===== src/retrosoc_settings.svh =====
// memory map and register offsets; offsets are byte addresses compared over the whole 24-bit field
`ifndef RETROSOC_SETTINGS_SVH
`define RETROSOC_SETTINGS_SVH

// region codes, upper address byte
`define RETRO_REGION_SRAM  8'h00
`define RETRO_REGION_GPIO  8'h03
`define RETRO_REGION_TIMER 8'h04

// sram word address width, 256 words
`define RETRO_SRAM_AW 8

// read data for an unmapped region
`define RETRO_BUS_ERR_WORD 32'hDEAD_BEEF

`define RETRO_GPIO_W 8

// gpio register offsets
`define GPIO_OUT      24'h00_0000
`define GPIO_IN       24'h00_0004
`define GPIO_OEN      24'h00_0008
`define GPIO_PUN      24'h00_000C
`define GPIO_PDN      24'h00_0010
`define GPIO_IRQ_EN   24'h00_0014
`define GPIO_IRQ_STAT 24'h00_0018

// timer register offsets
`define TMR_CNT  24'h00_0000
`define TMR_CMP  24'h00_0004
`define TMR_CTRL 24'h00_0008
`define TMR_STAT 24'h00_000C

`endif


===== src/retrosoc_pkg.sv =====
// address types only; any region code outside the settings header is treated as unmapped
package retrosoc_pkg;

  // upper byte picks the slave, the rest is local to it
  typedef struct packed {
    logic [7:0]  region;
    logic [23:0] offset;
  } nmi_addr_s;

  // one bus address, seen as a raw word or as region plus offset
  typedef union packed {
    logic [31:0] raw;
    nmi_addr_s   fld;
  } nmi_addr_u;

endpackage


===== src/nmi_bus.sv =====
// single master, three slaves; master must hold addr until ready, unmapped reads get the error word
`timescale 1ns/10ps
`include "retrosoc_settings.svh"

module nmi_bus (
  input  logic                    clk_i,
  input  logic                    arst_n_i,
  input  logic                    mem_valid_i,
  input  retrosoc_pkg::nmi_addr_u mem_addr_i,
  input  logic [31:0]             mem_wdata_i,
  input  logic [3:0]              mem_wstrb_i,
  output logic                    mem_ready_o,
  output logic [31:0]             mem_rdata_o,
  output logic                    sram_valid_o,
  input  logic                    sram_ready_i,
  input  logic [31:0]             sram_rdata_i,
  output logic                    gpio_valid_o,
  input  logic                    gpio_ready_i,
  input  logic [31:0]             gpio_rdata_i,
  output logic                    tmr_valid_o,
  input  logic                    tmr_ready_i,
  input  logic [31:0]             tmr_rdata_i,
  output retrosoc_pkg::nmi_addr_u slv_addr_o,
  output logic [31:0]             slv_wdata_o,
  output logic [3:0]              slv_wstrb_o,
  output logic                    bus_err_o
);

  logic sel_sram;
  logic sel_gpio;
  logic sel_tmr;
  logic sel_none;
  logic err_ready_q;

  // region decode
  assign sel_sram = (mem_addr_i.fld.region == `RETRO_REGION_SRAM);
  assign sel_gpio = (mem_addr_i.fld.region == `RETRO_REGION_GPIO);
  assign sel_tmr  = (mem_addr_i.fld.region == `RETRO_REGION_TIMER);
  assign sel_none = ~(sel_sram | sel_gpio | sel_tmr);

  assign sram_valid_o = mem_valid_i & sel_sram;
  assign gpio_valid_o = mem_valid_i & sel_gpio;
  assign tmr_valid_o  = mem_valid_i & sel_tmr;

  assign slv_addr_o  = mem_addr_i;
  assign slv_wdata_o = mem_wdata_i;
  assign slv_wstrb_o = mem_wstrb_i;

  // unmapped access answered here, same latency as a slave
  always_ff @(posedge clk_i or negedge arst_n_i) begin
    if (!arst_n_i) begin
      err_ready_q <= 1'b0;
    end else begin
      err_ready_q <= mem_valid_i & sel_none & ~err_ready_q;
    end
  end

  assign bus_err_o = err_ready_q;

  // return path follows the region still held on the address
  always_comb begin
    mem_ready_o = err_ready_q;
    mem_rdata_o = `RETRO_BUS_ERR_WORD;
    if (sel_sram) begin
      mem_ready_o = sram_ready_i;
      mem_rdata_o = sram_rdata_i;
    end else if (sel_gpio) begin
      mem_ready_o = gpio_ready_i;
      mem_rdata_o = gpio_rdata_i;
    end else if (sel_tmr) begin
      mem_ready_o = tmr_ready_i;
      mem_rdata_o = tmr_rdata_i;
    end
  end

endmodule


===== config.mk =====
export PLATFORM = sky130hd
export DESIGN_NAME = nmi_bus
export DESIGN_NICKNAME = d
export VERILOG_FILES = /design/src/retrosoc_pkg.sv /design/src/nmi_bus.sv
export VERILOG_INCLUDE_DIRS = /design/src
export SDC_FILE = /design/constraint.sdc
export NUM_CORES = 1
export LEC_CHECK = 0
export BUFFER_PORTS_ARGS = -buffer_cell sky130_fd_sc_hd__buf_2
export CORE_AREA = 2 2 106 108
export DETAILED_ROUTE_END_ITERATION = 8
export DIE_AREA = 0 0 108 110
export MAX_ROUTING_LAYER = met4
export PLACE_DENSITY = 0.52
export SKIP_CTS_REPAIR_TIMING = 1
export SLEW_MARGIN = 40
export SYNTH_ARGS = -nofsm -noshare
export SYNTH_HDL_FRONTEND = slang
export SYNTH_SLANG_ARGS = --single-unit

===== constraint.sdc =====
create_clock -name clk_i -period 1.2 [get_ports clk_i]
set_clock_uncertainty 0.15 [all_clocks]
set_input_delay 0.18 -clock clk_i [delete_from_list [all_inputs] [get_ports clk_i]]
set_output_delay 0.18 -clock clk_i [all_outputs]
set_load 0.1 [all_outputs]

==> results.yml <==
status:
  status: "complete, but fails checks"
  violations: "setup timing"
power:
  powerDensity_mw_per_mm2: 313
  power_frac_comb_pct: 96.3
  peakVddDrop_uv: 146
  sw_frac_of_total_pct: 49.9
  p_switching_w: 0.000555
  pwr-share-seq_pct: 3.7
  p_int_w: 0.000556
  p_leak_nw: 1.69
  clkPwrFrac_pct: 0
grt:
  met3_usage_pct: 1.35
  use_met2_pct: 19.2
  grt_most_used_layer: "met2"
  track_usage_pct: 9.50
  grtUsageMet1_pct: 9.24
  grt_pass1_wl_mm: 8.76
  antenna_found_initial: 0
  grt_max_degree: 26
  grt_pass1_vias: 1752
  grt_overflow: 0
synthesis:
  synthTopCellsByArea: "buf_4 36%, mux2_2 18%, o22ai_1 9.3%, nand2_1 6.9%, mux2i_1 5.4%"
  synth_cells: 209
  synthMuxAreaShare_pct: 23.7
  syn_area_per_cell_um2: 7.06
  synth-edff-count: 0
  post-synth-top-area-cell: "buf_4"
  synth-xor-area-share_pct: 0
  syn_area_mm2: 0.00148
  synth_compound_area_share_pct: 16.0
  synth_top_family_by_area: "buffers and inverters"
  ys_warn_count: 0
  yosys.area.top_type_share_pct: 35.6
  synth_flop_cell: "dfrtp_1"
  yosys.area_share.simple_pct: 16.1
  synth_nets: 379
  yosysSeqAreaShare_pct: 1.70
  async_flop_share_pct: 100
  synthAdderAreaFrac_pct: 0
  synth_common_cells: "70 x buf_4, 27 x nand2_1, 24 x mux2_2, 22 x o22ai_1, 20 x nor2_1"
  ys_types: 23
  ys_ff_latch: 1
  yosysMostFrequentCell: "buf_4"
timing:
  final-setup-viol-count: 37
  fmax_mhz: 625
  slew_headroom_pct: 84.5
  min_period_ns: 1.60
  finalCritPeriodShare_pct: 133
  finalHoldViolations: 0
  final.setup.tns_ns: -11.99
  slew_viol_final: 0
  fin_ws_ns: -0.399
  tightest_slew_ns: 0.231
  rsz0062_at_grt: "yes"
die:
  dieHeight_um: 110
  fp-row-count: 38
  coreArea_mm2: 0.0107
  boundaryPins: 275
  start_util_pct: 13.8
  dieArea_mm2: 0.0119
  die_x_um: 108
job:
  maxCapViolCount: 0
final_layout:
  fill_cells: 1071
  syn_to_final_growth_pct: 140
  multi_input_area_mm2: 0.00137
  largest_register_ff_count: 1
  layout-drive-gt1-share_pct: 91.8
  post-route-util_pct: 33.1
  seqCellArea_um2: 28.8
  num_antenna_cells: 0
  final_nets: 488
  final_cells: 456
critical_path:
  timing.critical_path.buf_inv: 3
  crit_type: "in -> out"
  path_common_cell: "buf_12"
  cpLargestDelayFamily: "buffers and inverters"
  path_cells: "buf_12, nand3b_4, clkbuf_16, o22ai_1, nand2_2, buf_12"
  cp_max_fo: 7
  cp_slowest_cell: "nand3b_4"
  cpPeakStageDelay_ns: 0.26
  cp-end-kind: "output pin"
  cp-start-kind: "input pin"
  required_ns: 0.87
  crit_arrival_ns: 1.27
worst_hold_path:
  hp-class: "in -> out"
drt:
  first_iter_violations: 24
  wl_mm: 7.81
  vias_per_cell: 4.09
  wl_per_cell_um: 17.1
  ant_nets: 0
  dr.pass1.iters: 3
  drcViolationCount: 0
  dr_total_vias: 1864
placement:
  dp_hpwl_mm: 5.36
  port_buffers: 154
  dp.cells: 440
  gp_congestion: 0.694
clock_network:
  clock_latency_ns: 0
==> power by group through the flow <==
stage | registers (W) | logic (W) | clock network, W
floorplan | 0.0000583 | 0.00143 | 0
global placement | 0.0000398 | 0.000862 | 0
detailed placement | 0.0000403 | 0.000873 | 0
CTS | 0.0000403 | 0.000876 | 0
global route | 0.0000411 | 0.00113 | 0
finish | 0.0000406 | 0.00107 | 0
==> layout by cell type (no fill, tap or decap), types with 3 or more instances in the layout <==
| cell type | instances |
|---|---|
| nand2_4 | 14 |
| buf_2 | 104 |
| buf_8 | 3 |
| mux2_2 | 22 |
| nor3_4 | 3 |
| nor2_1 | 11 |
| buf_12 | 51 |
| mux2i_1 | 8 |
| o22ai_4 | 8 |
| o22ai_2 | 14 |
| buf_6 | 8 |
| nand2_2 | 10 |
| a21oi_2 | 9 |
| buf_4 | 14 |
| nor2_4 | 9 |
| clkbuf_16 | 7 |
==> final cells by class <==
class | count | area share [%]
Tap cell | 140 | 4.94
Timing Repair Buffer | 188 | 55.5
Multi-Input combinational cell | 126 | 38.6
Inverter | 1 | 0.106
Sequential cell | 1 | 0.812
==> cell families after synthesis <==
family,count (synthesis)
AND/OR/NAND/NOR,55
multiplexers,32
flip-flops,1
AO/OA/AOI/OAI,38
buffers and inverters,83
==> through the flow <==
stage / setup WS [ns] / hold WS, ns / power (W) / area [µm²]
global route: -0.467 / 0.210 / 0.00117 / 3540
detailed placement: -0.576 / -0.190 / 0.000913 / 2930
CTS: -0.577 / -0.190 / 0.000916 / 2930
finish: -0.399 / 0.210 / 0.00111 / 3540
floorplan: -0.617 / -0.266 / 0.00149 / 1740
global placement: -0.576 / -0.195 / 0.000902 / 2930
==> worst register-to-register path, cell delays in order (launching register included) <==
cell,delay [ns]
dfrtp_4,0.46
buf_4,0.15
nor3b_2,0.16
==> layer usage <==
| metal | up-vias | share of wire (%) |
|---|---|---|
| met4 | 0 | 2.3 |
| met3 | 30 | 8.0 |
| met1 | 848 | 32 |
| met2 | 114 | 58 |
| met5 | - | 0 |
| li1 | 872 | - |
==> worst paths after layout <==
| check | slack, ns | from | end | cells after the start |
|---|---|---|---|---|
| setup / recovery | -0.40 | mem_addr_i[26] | mem_rdata_o[13] | 6 |
| min in group asynchronous | 0.37 | arst_n_i | bus_err_o | 2 |
| max in group asynchronous | 0.43 | arst_n_i | bus_err_o | 2 |
| hold reg to reg | 0.46 | bus_err_o | bus_err_o | 2 |
| setup reg to reg | 0.19 | bus_err_o | bus_err_o | 2 |
| hold / removal | 0.21 | mem_wdata_i[15] | slv_wdata_o[15] | 0 |
Note: power is estimated with default switching activity, not from simulation.
