==> src/retrosoc_settings.svh <==
// memory map and register offsets; offsets are byte addresses compared over the whole 24-bit field
`ifndef RETROSOC_SETTINGS_SVH
`define RETROSOC_SETTINGS_SVH

// region codes, upper address byte
`define RETRO_REGION_SRAM  8'h00
`define RETRO_REGION_GPIO  8'h03
`define RETRO_REGION_TIMER 8'h04

// sram word address width, 256 words
`define RETRO_SRAM_AW 8

// read data for an unmapped region
`define RETRO_BUS_ERR_WORD 32'hDEAD_BEEF

`define RETRO_GPIO_W 8

// gpio register offsets
`define GPIO_OUT      24'h00_0000
`define GPIO_IN       24'h00_0004
`define GPIO_OEN      24'h00_0008
`define GPIO_PUN      24'h00_000C
`define GPIO_PDN      24'h00_0010
`define GPIO_IRQ_EN   24'h00_0014
`define GPIO_IRQ_STAT 24'h00_0018

// timer register offsets
`define TMR_CNT  24'h00_0000
`define TMR_CMP  24'h00_0004
`define TMR_CTRL 24'h00_0008
`define TMR_STAT 24'h00_000C

`endif

==> src/retrosoc_pkg.sv <==
// address types only; any region code outside the settings header is treated as unmapped
package retrosoc_pkg;

  // upper byte picks the slave, the rest is local to it
  typedef struct packed {
    logic [7:0]  region;
    logic [23:0] offset;
  } nmi_addr_s;

  // one bus address, seen as a raw word or as region plus offset
  typedef union packed {
    logic [31:0] raw;
    nmi_addr_s   fld;
  } nmi_addr_u;

endpackage

==> src/natv_gpio.sv <==
// any nonzero strobe writes the full word; inputs are async and pass a two-flop synchronizer
`timescale 1ns/10ps
`include "retrosoc_settings.svh"

module natv_gpio (
  input  logic                     clk_i,
  input  logic                     arst_n_i,
  input  logic                     valid_i,
  input  retrosoc_pkg::nmi_addr_u  addr_i,
  input  logic [31:0]              wdata_i,
  input  logic [3:0]               wstrb_i,
  output logic                     ready_o,
  output logic [31:0]              rdata_o,
  input  logic [`RETRO_GPIO_W-1:0] gpio_in_i,
  output logic [`RETRO_GPIO_W-1:0] gpio_out_o,
  output logic [`RETRO_GPIO_W-1:0] gpio_oen_o,
  output logic [`RETRO_GPIO_W-1:0] gpio_pun_o,
  output logic [`RETRO_GPIO_W-1:0] gpio_pdn_o,
  output logic                     irq_o
);

  logic [`RETRO_GPIO_W-1:0] out_q;
  logic [`RETRO_GPIO_W-1:0] oen_q;
  logic [`RETRO_GPIO_W-1:0] pun_q;
  logic [`RETRO_GPIO_W-1:0] pdn_q;
  logic [`RETRO_GPIO_W-1:0] irq_en_q;
  logic [`RETRO_GPIO_W-1:0] irq_stat_q;
  logic [`RETRO_GPIO_W-1:0] sync1_q;
  logic [`RETRO_GPIO_W-1:0] sync2_q;
  logic [`RETRO_GPIO_W-1:0] prev_q;
  logic [`RETRO_GPIO_W-1:0] rise;
  logic [`RETRO_GPIO_W-1:0] stat_clr;
  logic [`RETRO_GPIO_W-1:0] wr_val;
  logic [`RETRO_GPIO_W-1:0] rd_val;
  logic [23:0]              offs;
  logic                     ready_q;
  logic                     acc;
  logic                     wr;

  assign offs   = addr_i.fld.offset;
  assign acc    = valid_i & ~ready_q;
  assign wr     = acc & (|wstrb_i);
  assign wr_val = wdata_i[`RETRO_GPIO_W-1:0];
  assign rise   = sync2_q & ~prev_q;
  // write-one-to-clear on the status register
  assign stat_clr = (wr && offs == `GPIO_IRQ_STAT) ? wr_val : '0;

  always_ff @(posedge clk_i or negedge arst_n_i) begin
    if (!arst_n_i) begin
      ready_q    <= 1'b0;
      out_q      <= '0;
      oen_q      <= '1;
      pun_q      <= '0;
      pdn_q      <= '0;
      irq_en_q   <= '0;
      irq_stat_q <= '0;
      sync1_q    <= '0;
      sync2_q    <= '0;
      prev_q     <= '0;
    end else begin
      ready_q <= acc;
      sync1_q <= gpio_in_i;
      sync2_q <= sync1_q;
      prev_q  <= sync2_q;
      // a new edge wins over a clear in the same cycle
      irq_stat_q <= (irq_stat_q & ~stat_clr) | rise;
      if (wr) begin
        case (offs)
          `GPIO_OUT:    out_q    <= wr_val;
          `GPIO_OEN:    oen_q    <= wr_val;
          `GPIO_PUN:    pun_q    <= wr_val;
          `GPIO_PDN:    pdn_q    <= wr_val;
          `GPIO_IRQ_EN: irq_en_q <= wr_val;
          default: ;
        endcase
      end
    end
  end

  always_comb begin
    case (offs)
      `GPIO_OUT:      rd_val = out_q;
      `GPIO_IN:       rd_val = sync2_q;
      `GPIO_OEN:      rd_val = oen_q;
      `GPIO_PUN:      rd_val = pun_q;
      `GPIO_PDN:      rd_val = pdn_q;
      `GPIO_IRQ_EN:   rd_val = irq_en_q;
      `GPIO_IRQ_STAT: rd_val = irq_stat_q;
      default:        rd_val = '0;
    endcase
  end

  always_ff @(posedge clk_i) begin
    if (acc) begin
      rdata_o <= {{(32-`RETRO_GPIO_W){1'b0}}, rd_val};
    end
  end

  assign ready_o    = ready_q;
  assign gpio_out_o = out_q;
  assign gpio_oen_o = oen_q;
  assign gpio_pun_o = pun_q;
  assign gpio_pdn_o = pdn_q;
  assign irq_o      = |(irq_stat_q & irq_en_q);

endmodule

==> config.mk <==
export PLATFORM = sky130hd
export DESIGN_NAME = natv_gpio
export DESIGN_NICKNAME = d
export VERILOG_FILES = /design/src/retrosoc_pkg.sv /design/src/natv_gpio.sv
export VERILOG_INCLUDE_DIRS = /design/src
export SDC_FILE = /design/constraint.sdc
export NUM_CORES = 1
export LEC_CHECK = 0
export ABC_AREA = 0
export BUFFER_PORTS_ARGS = -buffer_cell sky130_fd_sc_hd__buf_4
export CORE_MARGIN = 3
export CORE_UTILIZATION = 49
export CTS_CLUSTER_SIZE = 28
export DETAILED_ROUTE_END_ITERATION = 10
export GPL_TIMING_DRIVEN = 1
export PLACE_DENSITY = 0.89
export SYNTH_ARGS = -nofsm -noshare
export SYNTH_HDL_FRONTEND = slang
export SYNTH_SLANG_ARGS = --single-unit
==> constraint.sdc <==
create_clock -name clk_i -period 3.1 [get_ports clk_i]
set_clock_uncertainty 0.05 [all_clocks]
set_input_delay 0.31 -clock clk_i [delete_from_list [all_inputs] [get_ports clk_i]]
set_output_delay 0.31 -clock clk_i [all_outputs]
set_load 0.02 [all_outputs]
==> impl_results.md <==
* Routed wire length at 8.824 mm
* I/O Buffers at 88
* Clk sinks at 81
* Largest net degree at the start of global routing at 74
* Vias/cell at 5.445
* CP Cell Sequence: nor2b_1, nand4_4, nor4_4, mux2_2
* Top-Level Pins at 145
* Antenna Violating Nets Remaining at 0
* Area Overhead vs Synth at 25.34%
* Wire per inst at 17.86 microns
* Initial Util at 0.5119
* Clk_lat worst skew at 0.36 ns
* # nets final at 469
* Status: finished clean
* Synth top cells by count: dfrtp_1 (65), buf_4 (25), inv_1 (17), mux2_1 (16), mux2_2 (16)
* Worst VDD drop at 239.3 uV
* #FFs+latches synth at 81
* Die height at 93.74 microns
* # fillers at 588
* Switch Pwr at 509.8 uW
* H-tree depth at 3
* Die area at 8787 sq um
* Setup Crit Path Kind: reg2reg
* First-pass GRT wire length at 13.95 mm
* Cell Rows at 31
* Final period util at 0.7469
* Initial drt markers at 192
* Worst path required time at 3.29 ns
* Worst Setup Start Kind: flip-flop
* DRC Markers at 0
* Core ar. at 7370 sq um
* Initial antenna violation count at 0
* N_diodes at 0
* Largest area contributor in the netlist: dfrtp_1
* Area contributors post-synth: dfrtp_1 (43%), edfxtp_1 (6.4%), dfstp_2 (5.6%), buf_4 (5.0%), mux2_1 (4.8%)
* Worst EP arrival at 2.51 ns
* Crit path max-delay family: simple AND/OR/NAND/NOR gates
* Pint at 1.458 mW
* Clock Power Share at 0.346
* Flop-to-flop setup slack at 0.78 ns
* Yosys warns at 0
* Post-synth top flop: dfrtp_1
* Fin crit period at 2.315 ns
* Top-count cell post-synth: dfrtp_1
* PnR worst setup slack at 0.7845 ns
* Final setup violation count at 0
* CP peak stage delay at 0.76 ns
* Sw Share at 0.2590
* Hold Path Class: in2async
* Leakage at 2.271 nW
* Achievable Freq at 431.9 MHz
* Post-synth top area share at 0.4312
* Max FO, Critical Path at 13
* Slowest cell on the critical path: nor4_4
* WP buf/inv at 0
* Fin area at 4728 sq um
* Post-Syn Instances at 286
* Utilization after layout at 0.6416
* Final Hold Viols at 0
* Placer Congestion at 0.8635
* Setup crit end kind: flip-flop
* Seq/Total Area, Yosys at 0.5506
* Setup TNS Final at 0 ns
* Netlist Area Pre-Place at 3772 sq um
* Detailed-placement wirelength estimate at 6.037 mm
* Slew HR at 0.3927
* Design Power at 1.968 mW
* Vias in the first global route at 2755
* Root Buffer: clkbuf_8
* Pre-CTS setup slack at 0.5344 ns
* CTS tree: done
* Reg power frac at 0.559
* Initial DRT Pass Iterations at 4
* Gr usage total at 0.2108
* Ys async rst share at 0.9012
* Cell Pwr Density at 416.3 nW/um^2
* Number of max-cap violations at 0
* Total grt overflow at 0
* Post-synth cell types at 38
* Via count at 2690
* Max Slew Vio Count at 0
* CTS Buf Count at 9
* Placed cell area at 4477 sq um
* Die W at 93.74 microns
* Synthesized area per cell at 13.19 sq um
* Slew @ Worst Pin at 0.9110 ns
* Post-synth EDFFs at 8
* Combinational share of power at 0.095
* Clk buf depth at 2
* Ratio of cells with drive above 1 in the final layout at 0.3949
* RSZ-0062 raised after global routing: no
* Clk slew on worst S/H paths at 0.08 ns
final timing paths:
kind                            start            end  cells after the start
max                           ready_o  gpio_pdn_o[6]                      4
min                          arst_n_i  gpio_pun_o[3]                      1
max reg2reg                   ready_o  gpio_pdn_o[6]                      4
min reg2reg                sync1_q[0]     sync2_q[0]                      0
max in group asynchronous    arst_n_i  gpio_out_o[7]                      1
min in group clk_i         wdata_i[0]  gpio_oen_o[0]                      2
flip-flops by register name, indices dropped and copies added (netlist names):
register and cells:
gpio_oen_o 8, gpio_out_o 8, gpio_pdn_o 8, gpio_pun_o 8, irq_en_q 8, irq_stat_q 8
prev_q 8, rdata_o 8, sync1_q 8, sync2_q 8, ready_o 1
kinds of logic (layout without fill, tap and decap cells):
kind of cell	after synthesis	count (layout)	share of synthesized area
AOI/OAI and AO/OA	35	35	0.06899
buffers and inverters	52	138	0.07894
DFF	81	81	0.5506
muxes	56	56	0.1731
other	1	24	0.0009941
and+or+nand+nor	61	61	0.1274
layer usage:
metal	global-route usage	up-vias	routed length, microns
li1	-	1214	-
met1	0.2840	1307	3676
met2	0.3247	155	4129
met3	0.04407	14	834
met4	0.1035	0	185
met5	0	-	0
worst reg2reg max path: cells and delay by family, from the launching register on:
family,cells,cell delay (ns)
flops,1,0.38
mux,1,0.42
simple gates,3,1.36
layout make-up:
cell class,count,area (sq um),share of cell area
multi-input combinational,176,1484,0.3138
tap,99,123.9,0.02620
timing repair buffer,105,808.3,0.1709
clock inverter,6,43.79,0.009262
clock buffer,10,127.6,0.02699
sequential,81,2077,0.4393
inverter,17,63.81,0.01350
power by group through the flow:
stage	logic, mW	clock network [mW]	registers, mW
2_1_floorplan	0.0982	0	1.13
3_5_place_dp	0.179	0	1.12
6_report	0.187	0.680	1.10
5_1_grt	0.204	0.731	1.10
4_1_cts	0.188	0.696	1.10
3_3_place_gp	0.175	0	1.12
metrics by stage:
stage | hold WS (ns) | std cells
after CTS | 0.05276 | 494
final | 0.02763 | 494
after floorplan | -0.03559 | 309
after global placement | 0.2845 | 470
after detailed placement | 0.2864 | 470
after global routing | 0.1056 | 494
cell usage in the layout (no fill, tap or decap), drive strengths merged, types with 7 or more instances in the layout:
cell type	n
buf	97
dfrtp	65
mux2	40
conb	24
inv	18
nor4	16
mux2i	15
nand3	12
nor3	11
clkbuf	10
nand2	9
o21ai	8
o22ai	8
dfstp	8
dlygate4sd3	8
edfxtp	8
a2bb2oi	7
a221o	7
what timing repair did:
item	CTS	global route
hold endpoints to repair	8	0
hold buffers	8	0
setup buffers	0	0
setup endpoints to repair	0	0
resized for setup	0	0
Power figures use the tool's default switching activity.
