File: src/retrosoc_settings.svh
// memory map and register offsets; offsets are byte addresses compared over the whole 24-bit field
`ifndef RETROSOC_SETTINGS_SVH
`define RETROSOC_SETTINGS_SVH

// region codes, upper address byte
`define RETRO_REGION_SRAM  8'h00
`define RETRO_REGION_GPIO  8'h03
`define RETRO_REGION_TIMER 8'h04

// sram word address width, 256 words
`define RETRO_SRAM_AW 8

// read data for an unmapped region
`define RETRO_BUS_ERR_WORD 32'hDEAD_BEEF

`define RETRO_GPIO_W 8

// gpio register offsets
`define GPIO_OUT      24'h00_0000
`define GPIO_IN       24'h00_0004
`define GPIO_OEN      24'h00_0008
`define GPIO_PUN      24'h00_000C
`define GPIO_PDN      24'h00_0010
`define GPIO_IRQ_EN   24'h00_0014
`define GPIO_IRQ_STAT 24'h00_0018

// timer register offsets
`define TMR_CNT  24'h00_0000
`define TMR_CMP  24'h00_0004
`define TMR_CTRL 24'h00_0008
`define TMR_STAT 24'h00_000C

`endif

File: src/retrosoc_pkg.sv
// address types only; any region code outside the settings header is treated as unmapped
package retrosoc_pkg;

  // upper byte picks the slave, the rest is local to it
  typedef struct packed {
    logic [7:0]  region;
    logic [23:0] offset;
  } nmi_addr_s;

  // one bus address, seen as a raw word or as region plus offset
  typedef union packed {
    logic [31:0] raw;
    nmi_addr_s   fld;
  } nmi_addr_u;

endpackage

File: src/natv_timer.sv
// counts 0..cmp and wraps; a count written above cmp runs on until the 32-bit wrap
`timescale 1ns/10ps
`include "retrosoc_settings.svh"

module natv_timer (
  input  logic                    clk_i,
  input  logic                    arst_n_i,
  input  logic                    valid_i,
  input  retrosoc_pkg::nmi_addr_u addr_i,
  input  logic [31:0]             wdata_i,
  input  logic [3:0]              wstrb_i,
  output logic                    ready_o,
  output logic [31:0]             rdata_o,
  output logic                    irq_o
);

  logic [31:0] cnt_q;
  logic [31:0] cmp_q;
  logic [1:0]  ctrl_q;
  logic        match_q;
  logic        ready_q;
  logic        acc;
  logic        wr;
  logic        hit;
  logic [23:0] offs;

  assign offs = addr_i.fld.offset;
  assign acc  = valid_i & ~ready_q;
  assign wr   = acc & (|wstrb_i);
  assign hit  = ctrl_q[0] & (cnt_q == cmp_q);

  always_ff @(posedge clk_i or negedge arst_n_i) begin
    if (!arst_n_i) begin
      ready_q <= 1'b0;
      cnt_q   <= '0;
      cmp_q   <= '0;
      ctrl_q  <= '0;
      match_q <= 1'b0;
    end else begin
      ready_q <= acc;
      // bus write to the count overrides the increment
      if (wr && offs == `TMR_CNT) begin
        cnt_q <= wdata_i;
      end else if (hit) begin
        cnt_q <= '0;
      end else if (ctrl_q[0]) begin
        cnt_q <= cnt_q + 32'd1;
      end
      if (wr && offs == `TMR_CMP) begin
        cmp_q <= wdata_i;
      end
      if (wr && offs == `TMR_CTRL) begin
        ctrl_q <= wdata_i[1:0];
      end
      // sticky match, set beats clear
      if (hit) begin
        match_q <= 1'b1;
      end else if (wr && offs == `TMR_STAT && wdata_i[0]) begin
        match_q <= 1'b0;
      end
    end
  end

  always_ff @(posedge clk_i) begin
    if (acc) begin
      case (offs)
        `TMR_CNT:  rdata_o <= cnt_q;
        `TMR_CMP:  rdata_o <= cmp_q;
        `TMR_CTRL: rdata_o <= {30'd0, ctrl_q};
        `TMR_STAT: rdata_o <= {31'd0, match_q};
        default:   rdata_o <= '0;
      endcase
    end
  end

  assign ready_o = ready_q;
  assign irq_o   = match_q & ctrl_q[1];

endmodule

File: config.mk
export PLATFORM = sky130hd
export DESIGN_NAME = natv_timer
export DESIGN_NICKNAME = d
export VERILOG_FILES = /design/src/retrosoc_pkg.sv /design/src/natv_timer.sv
export VERILOG_INCLUDE_DIRS = /design/src
export SDC_FILE = /design/constraint.sdc
export NUM_CORES = 1
export LEC_CHECK = 0
export BUFFER_PORTS_ARGS = -buffer_cell sky130_fd_sc_hd__buf_2
export CAP_MARGIN = 20
export CORE_ASPECT_RATIO = 1.75
export CORE_UTILIZATION = 55
export CTS_CLUSTER_SIZE = 28
export DETAILED_ROUTE_END_ITERATION = 16
export PLACE_DENSITY = 0.83
export SLEW_MARGIN = 25
export SYNTH_ARGS = -nofsm -noshare
export SYNTH_HDL_FRONTEND = slang
export SYNTH_SLANG_ARGS = --single-unit
File: constraint.sdc
create_clock -name clk_i -period 4.1 [get_ports clk_i]
set_input_delay 0.615 -clock clk_i [delete_from_list [all_inputs] [get_ports clk_i]]
set_output_delay 0.615 -clock clk_i [all_outputs]
set_load 0.01 [all_outputs]
==> flow_summary.toml, run 1 <==
[worst_setup_path]
crit_required_ns = 4.33
crit_arrival_ns = 3.14
r2r-start = "ctrl_q[0]"
reg2reg_slack_ns = 1.19
worst-path-buf-inv = 3
crit_path_end_kind = "register"
cp_max_fo = 24
cp-start-kind = "register"
crit_family = "simple AND/OR/NAND/NOR gates"
worstReg2RegEnd = "cnt_q[6]"
slowest_stage = "dfrtp_1"
critical_path.max_stage_delay_ns = 0.85
cpMostUsedCell = "buf_4"
crit_type = "register to register"
r2r_cells = 7
path_cells = "inv_1 > buf_4 > nor3_1 > and3_1 > buf_4 > a211oi_1 > a211o_1"
worstSetupStartpoint = "ctrl_q[0]"

[timing]
worst_pin_slew_ns = 0.891
hold_viol_final = 0
fmax_ghz = 0.344
final-max-slew-violation-count = 0
fin_ws_ns = 1.19
rsz0062_at_grt = "false"
slew_headroom_pct = 40.6
skew_ns = 0.0107
post-route-min-period_ns = 2.91
setup_viol = 0
timing.final.crit_share_pct = 70.9
tns_ns = 0

[synthesis]
synth-seq-cells = 100
syn_area_um2 = 5410
async_reset_ff_share_pct = 68.0
yosys_warnings = 0
synthesis.nets = 567
syn_area_per_cell_um2 = 10.9
synth_edf_count = 32
synth_seq_area_share_pct = 49.2
syn_inst = 495
dominantRegCellSynth = "dfrtp_1"
synthDistinctLibCells = 49

[layout]
drive_gt1_share_pct = 23.2
antenna_cells = 0
fin_nets = 644
area_growth_pct = 16.0
final_cell_area_um2 = 6270

[drt]
vias = 4232
vias_per_cell = 6.05
drcViolationCount = 0
wire_per_inst_um = 18.8
ant_nets = 0
drt_wl_total_mm = 13.2
drtPass1Iterations = 4
drt-initial-drc-count = 493

[die]
num_io_pins = 105
core_area_um2 = 9530
initial_utilization_pct = 56.8
fp.dieArea_um2 = 10200
fp-row-count = 47
fp.dieW_um = 77.0
die_height_um = 133

[grt]
grt.met3_usage_pct = 5.27
antenna_found_initial = 0
grt_pass1_wl_mm = 21.4
busiest_layer = "met2"
grt-ovfl-total = 0
met2_usage_pct = 49.9
grt_util_all_layers_pct = 27.4
use_met1_pct = 28.8
grt_pass1_vias = 4382
grt_max_degree = 41

[placement]
dp_worst_setup_slack_ns = 0.871
dp_hpwl_mm = 9.14
place_congestion = 0.887
placed_cell_area_um2 = 5930
port_buffers = 96

[cts]
clock_sink_count = 100
clockBufferDepth = 2
cts_tree = "built"
insertion_delay_ns = 0.35
cts_resized = 0
htree_levels = 3
cts_made_buffers = 9
root_buffer = "clkbuf_16"
cts_setup_buffers = 0
path_clk_slew_ns = 0.06
hold_buffers = 0

[power_and_ir_drop]
p_switching_uw = 438
intPower_uw = 1620
p_per_area_nw_per_um2 = 327
clkPwrFrac_pct = 43.2
seqPwrFrac_pct = 51.0
leakage_uw = 0.00268
peakVddDrop_mv = 0.217
power_frac_comb_pct = 5.8
switching_share_pct = 21.3

[worst_hold_path]
hp-class = "primary input to asynchronous set/reset pin"

[outcome]
run_status = "finished clean"

[flow_run]
drv_cap = 0
## worst reg2reg max path: stages (launching register included)
cell and delay, ns:
dfrtp_1 0.85, inv_1 0.09, buf_4 0.24, nor3_1 0.35, and3_1 0.54, buf_4 0.35, a211oi_1 0.09, a211o_1 0.28
## placed cells by master, fill, tap and decap left out, types with 2 or more instances in the layout
master and n:
nor4_1 7, nand4_1 23, nand3_2 2, buf_4 8
and2_1 2, mux2i_1 32, o21ai_0 4, nor4_4 2
and4_1 2, clkbuf_8 2, nand2b_1 3, nand3b_1 2
o31ai_1 18, dfrtp_1 68, nor2_1 42, xnor2_1 32
nor3_1 8, a21oi_1 9, buf_12 2, clkbuf_16 11
mux2_2 4, xor2_1 17, and3_1 18, edfxtp_1 32
nand2_1 34, or4_1 8, clkbuf_1 2, nand3_1 22
or3_1 3, inv_1 2, buf_2 96, a211o_1 11
mux2_1 30, a211oi_1 3
## power groups by stage
stage | Sequential, uW | Clock (uW) | Combinational, uW
2_1_floorplan | 1080 | 0 | 34.1
3_3_place_gp | 1070 | 0 | 116
3_5_place_dp | 1070 | 0 | 119
4_1_cts | 1050 | 895 | 118
5_1_grt | 1050 | 933 | 129
6_report | 1050 | 886 | 119
## registers in the layout, indices dropped and copies added (netlist names)
name,count
cmp_q,32
cnt_q,32
ctrl_q,2
match_q,1
rdata_o,32
ready_o,1
## area by class of cell
type                    count  area, um^2
clock inverters             1        8.76
multi-input cells         353        2550
clock buffers              15         310
flip-flops and latches    100        2660
repair buffers            106         581
well taps                 122         153
inverters                   2        7.51
fillers                   751        3250
## synth_stat cells, drive strengths merged (4+ instances only)
cell type | n | area, um^2
dfrtp | 68 | 1700
nor2 | 43 | 169
mux2 | 34 | 383
nand2 | 34 | 128
edfxtp | 32 | 961
mux2i | 32 | 320
xnor2 | 32 | 280
nand3 | 24 | 130
nand4 | 23 | 144
buf | 20 | 123
clkbuf | 20 | 76.3
and3 | 18 | 113
o31ai | 18 | 135
xor2 | 17 | 149
a211o | 11 | 96.3
a21oi | 9 | 45.0
nor3 | 9 | 50.1
nor4 | 9 | 86.3
or4 | 8 | 60.1
o21ai | 4 | 20.0
## how the worst max path moves through the flow
| stage | to | slack, ns | depth (start not counted) |
|---|---|---|---|
| final | cnt_q[6] | 1.19 | 7 |
| after detailed placement | cmp_q[22] | 0.87 | 8 |
| after global routing | cnt_q[6] | 0.99 | 7 |
| after floorplan | cnt_q[30] | 0.91 | 8 |
| after global placement | cmp_q[31] | 0.94 | 8 |
| after CTS | cnt_q[6] | 1.20 | 7 |
## logic make-up after synthesis
logic type | share of synthesized area (%)
AO/OA/AOI/OAI | 6.64
XOR/XNOR | 7.94
adder cells (fa/ha/maj) | 0.231
buffers and inverters | 3.82
flip-flops | 49.2
multiplexers | 13.4
AND/OR/NAND/NOR | 18.7
## metrics by stage
stage                     util, %  total power (uW)  cells  hold slack (ns)
final                        65.8              2050    699            0.136
after floorplan                 -              1110    495            0.319
after global routing         65.8              2110    699            0.148
after CTS                    65.6              2060    698            0.440
after global placement       62.3              1180    682            0.505
after detailed placement     62.3              1190    682            0.523
## metal layers
metal	vias to the layer above	routed length, um
met5	-	0
met4	0	536
met3	33	573
met2	150	7350
met1	2091	4690
li1	1958	-
No activity file was read; power rests on OpenSTA's default activity.
==> run 2: changes to the inputs <==
clock period = 3 ns   (was 4.1 ns; I/O delays follow)
==> run 2 against run 1 <==
Count of clock-buffer cells in the layout is 3 lower; global-route usage grew 0.20 points; combinational power grew 36%; setup slack worse by 0.74 ns; critical path depth decreased by 2; first-iteration DRC count grew 2.4%; wire length up 1.5%; clock skew is 0.0039 ns lower; final cell count rose by 0.14%; via count is 0.12% lower; non-clock buffer count up 1; register-to-register slack worse by 0.74 ns; critical path type unchanged; largest cell class unchanged; largest power group unchanged.
==> flow_summary.toml, run 2 (synthesis results as in run 1) <==
[worst_setup_path]
worstReg2RegEnd = "cnt_q[21]"
cp-start-kind = "register"
crit_type = "register to register"
worstSetupStartpoint = "ready_o"
crit_arrival_ns = 2.77
reg2reg_slack_ns = 0.46
r2r-start = "ready_o"
path_cells = "nor2b_4 > or4b_4 > or3_1 > and3_1 > a211o_1"
cp_max_fo = 25
crit_path_end_kind = "register"
crit_required_ns = 3.22
slowest_stage = "or3_1"
r2r_cells = 5
critical_path.max_stage_delay_ns = 0.71

[cts]
hold_buffers = 0
root_buffer = "clkbuf_16"
cts_setup_buffers = 0
clockBufferDepth = 2
path_clk_slew_ns = 0.07
cts_tree = "built"
insertion_delay_ns = 0.34
cts_resized = 0
htree_levels = 3
cts_made_buffers = 9
clock_sink_count = 100

[layout]
antenna_cells = 0
drive_gt1_share_pct = 23.4
fin_nets = 645
layout_commonest_cell = "buf_2"
layout_common_cells = "96 x buf_2, 68 x dfrtp_1, 42 x nor2_1"
fill_cells = 746
area_growth_pct = 15.9
reg.largest.list = "cmp_q (32), cnt_q (32), rdata_o (32)"

[timing]
post-route-min-period_ns = 2.54
slew_headroom_pct = 39.9
hold_viol_final = 0
worst_pin_slew_ns = 0.902
setup_viol = 0
fin_ws_ns = 0.456
final-max-slew-violation-count = 0
rsz0062_at_grt = "false"
tns_ns = 0
fmax_ghz = 0.393
skew_ns = 0.00683
timing.final.crit_share_pct = 84.8

[die]
core_area_um2 = 9530
initial_utilization_pct = 56.8
die_height_um = 133
fp.dieArea_um2 = 10200
num_io_pins = 105
fp-row-count = 47
fp.dieW_um = 77.0

[grt]
grt-ovfl-total = 0
antenna_found_initial = 0
grt_util_all_layers_pct = 27.6
grt_pass1_vias = 4376
grt_pass1_wl_mm = 21.7
grt_max_degree = 60

[drt]
drt_wl_total_mm = 13.4
vias_per_cell = 6.04
drcViolationCount = 0
ant_nets = 0
drt-initial-drc-count = 505
vias = 4227
wire_per_inst_um = 19.1
drtPass1Iterations = 4

[placement]
place_congestion = 0.903
port_buffers = 96
dp_hpwl_mm = 9.27
dp_worst_setup_slack_ns = 0.367

[power_and_ir_drop]
leakage_uw = 0.00268
p_switching_uw = 591
peakVddDrop_mv = 0.318
power_frac_comb_pct = 5.9
seqPwrFrac_pct = 52.0
p_per_area_nw_per_um2 = 439
intPower_uw = 2160
clkPwrFrac_pct = 42.1
switching_share_pct = 21.5

[worst_hold_path]
hp-class = "primary input to asynchronous set/reset pin"

[flow_run]
drv_cap = 0

[outcome]
run_status = "finished clean"
run 2: layout make-up:
type                       count  area, um^2  area share [%]
clock inverter                 4        50.0           0.798
inverter                       2        7.51           0.120
sequential                   100        2660            42.5
timing repair buffer         107         601            9.58
clock buffer                  12         246            3.93
multi-input combinational    353        2550            40.7
tap                          122         153            2.43
run 2: stage by stage:
stage	hold slack (ns)	total power [uW]	instances	util, %	area [um^2]
after floorplan	0.154	1520	495	-	5410
after global placement	0.502	1620	684	62.7	5970
final	0.208	2750	700	65.8	6270
after CTS	0.231	2760	700	65.8	6270
after global routing	0.259	2820	700	65.8	6270
after detailed placement	0.522	1620	684	62.7	5970
run 2: routing by layer:
metal	GRT usage (%)	vias to the layer above	wire length (um)
met5	0	-	0
met3	3.97	40	691
met1	30.0	2068	4680
met4	16.0	0	641
li1	-	1951	-
met2	50.1	168	7340
run 2: power groups by stage:
stage                     clock [uW]  combinational [uW]  sequential, uW
final                           1160                 162            1430
after CTS                       1160                 165            1430
after global placement             0                 160            1460
after detailed placement           0                 164            1460
after global routing            1210                 177            1430
after floorplan                    0                47.2            1470
run 2: worst max-delay path by stage:
| stage | end | slack, ns | depth (start not counted) |
|---|---|---|---|
| finish | cnt_q[21] | 0.46 | 5 |
| CTS | cnt_q[21] | 0.48 | 5 |
| global route | cnt_q[21] | 0.38 | 6 |
| floorplan | cnt_q[30] | 0.35 | 8 |
| global placement | cnt_q[17] | 0.44 | 6 |
| detailed placement | cnt_q[22] | 0.37 | 7 |
run 2: critical path: cells and delay by family (launching register included):
kind,cells,cell delay [ns]
simple gates,4,1.77
compound gates,1,0.24
flops,1,0.41
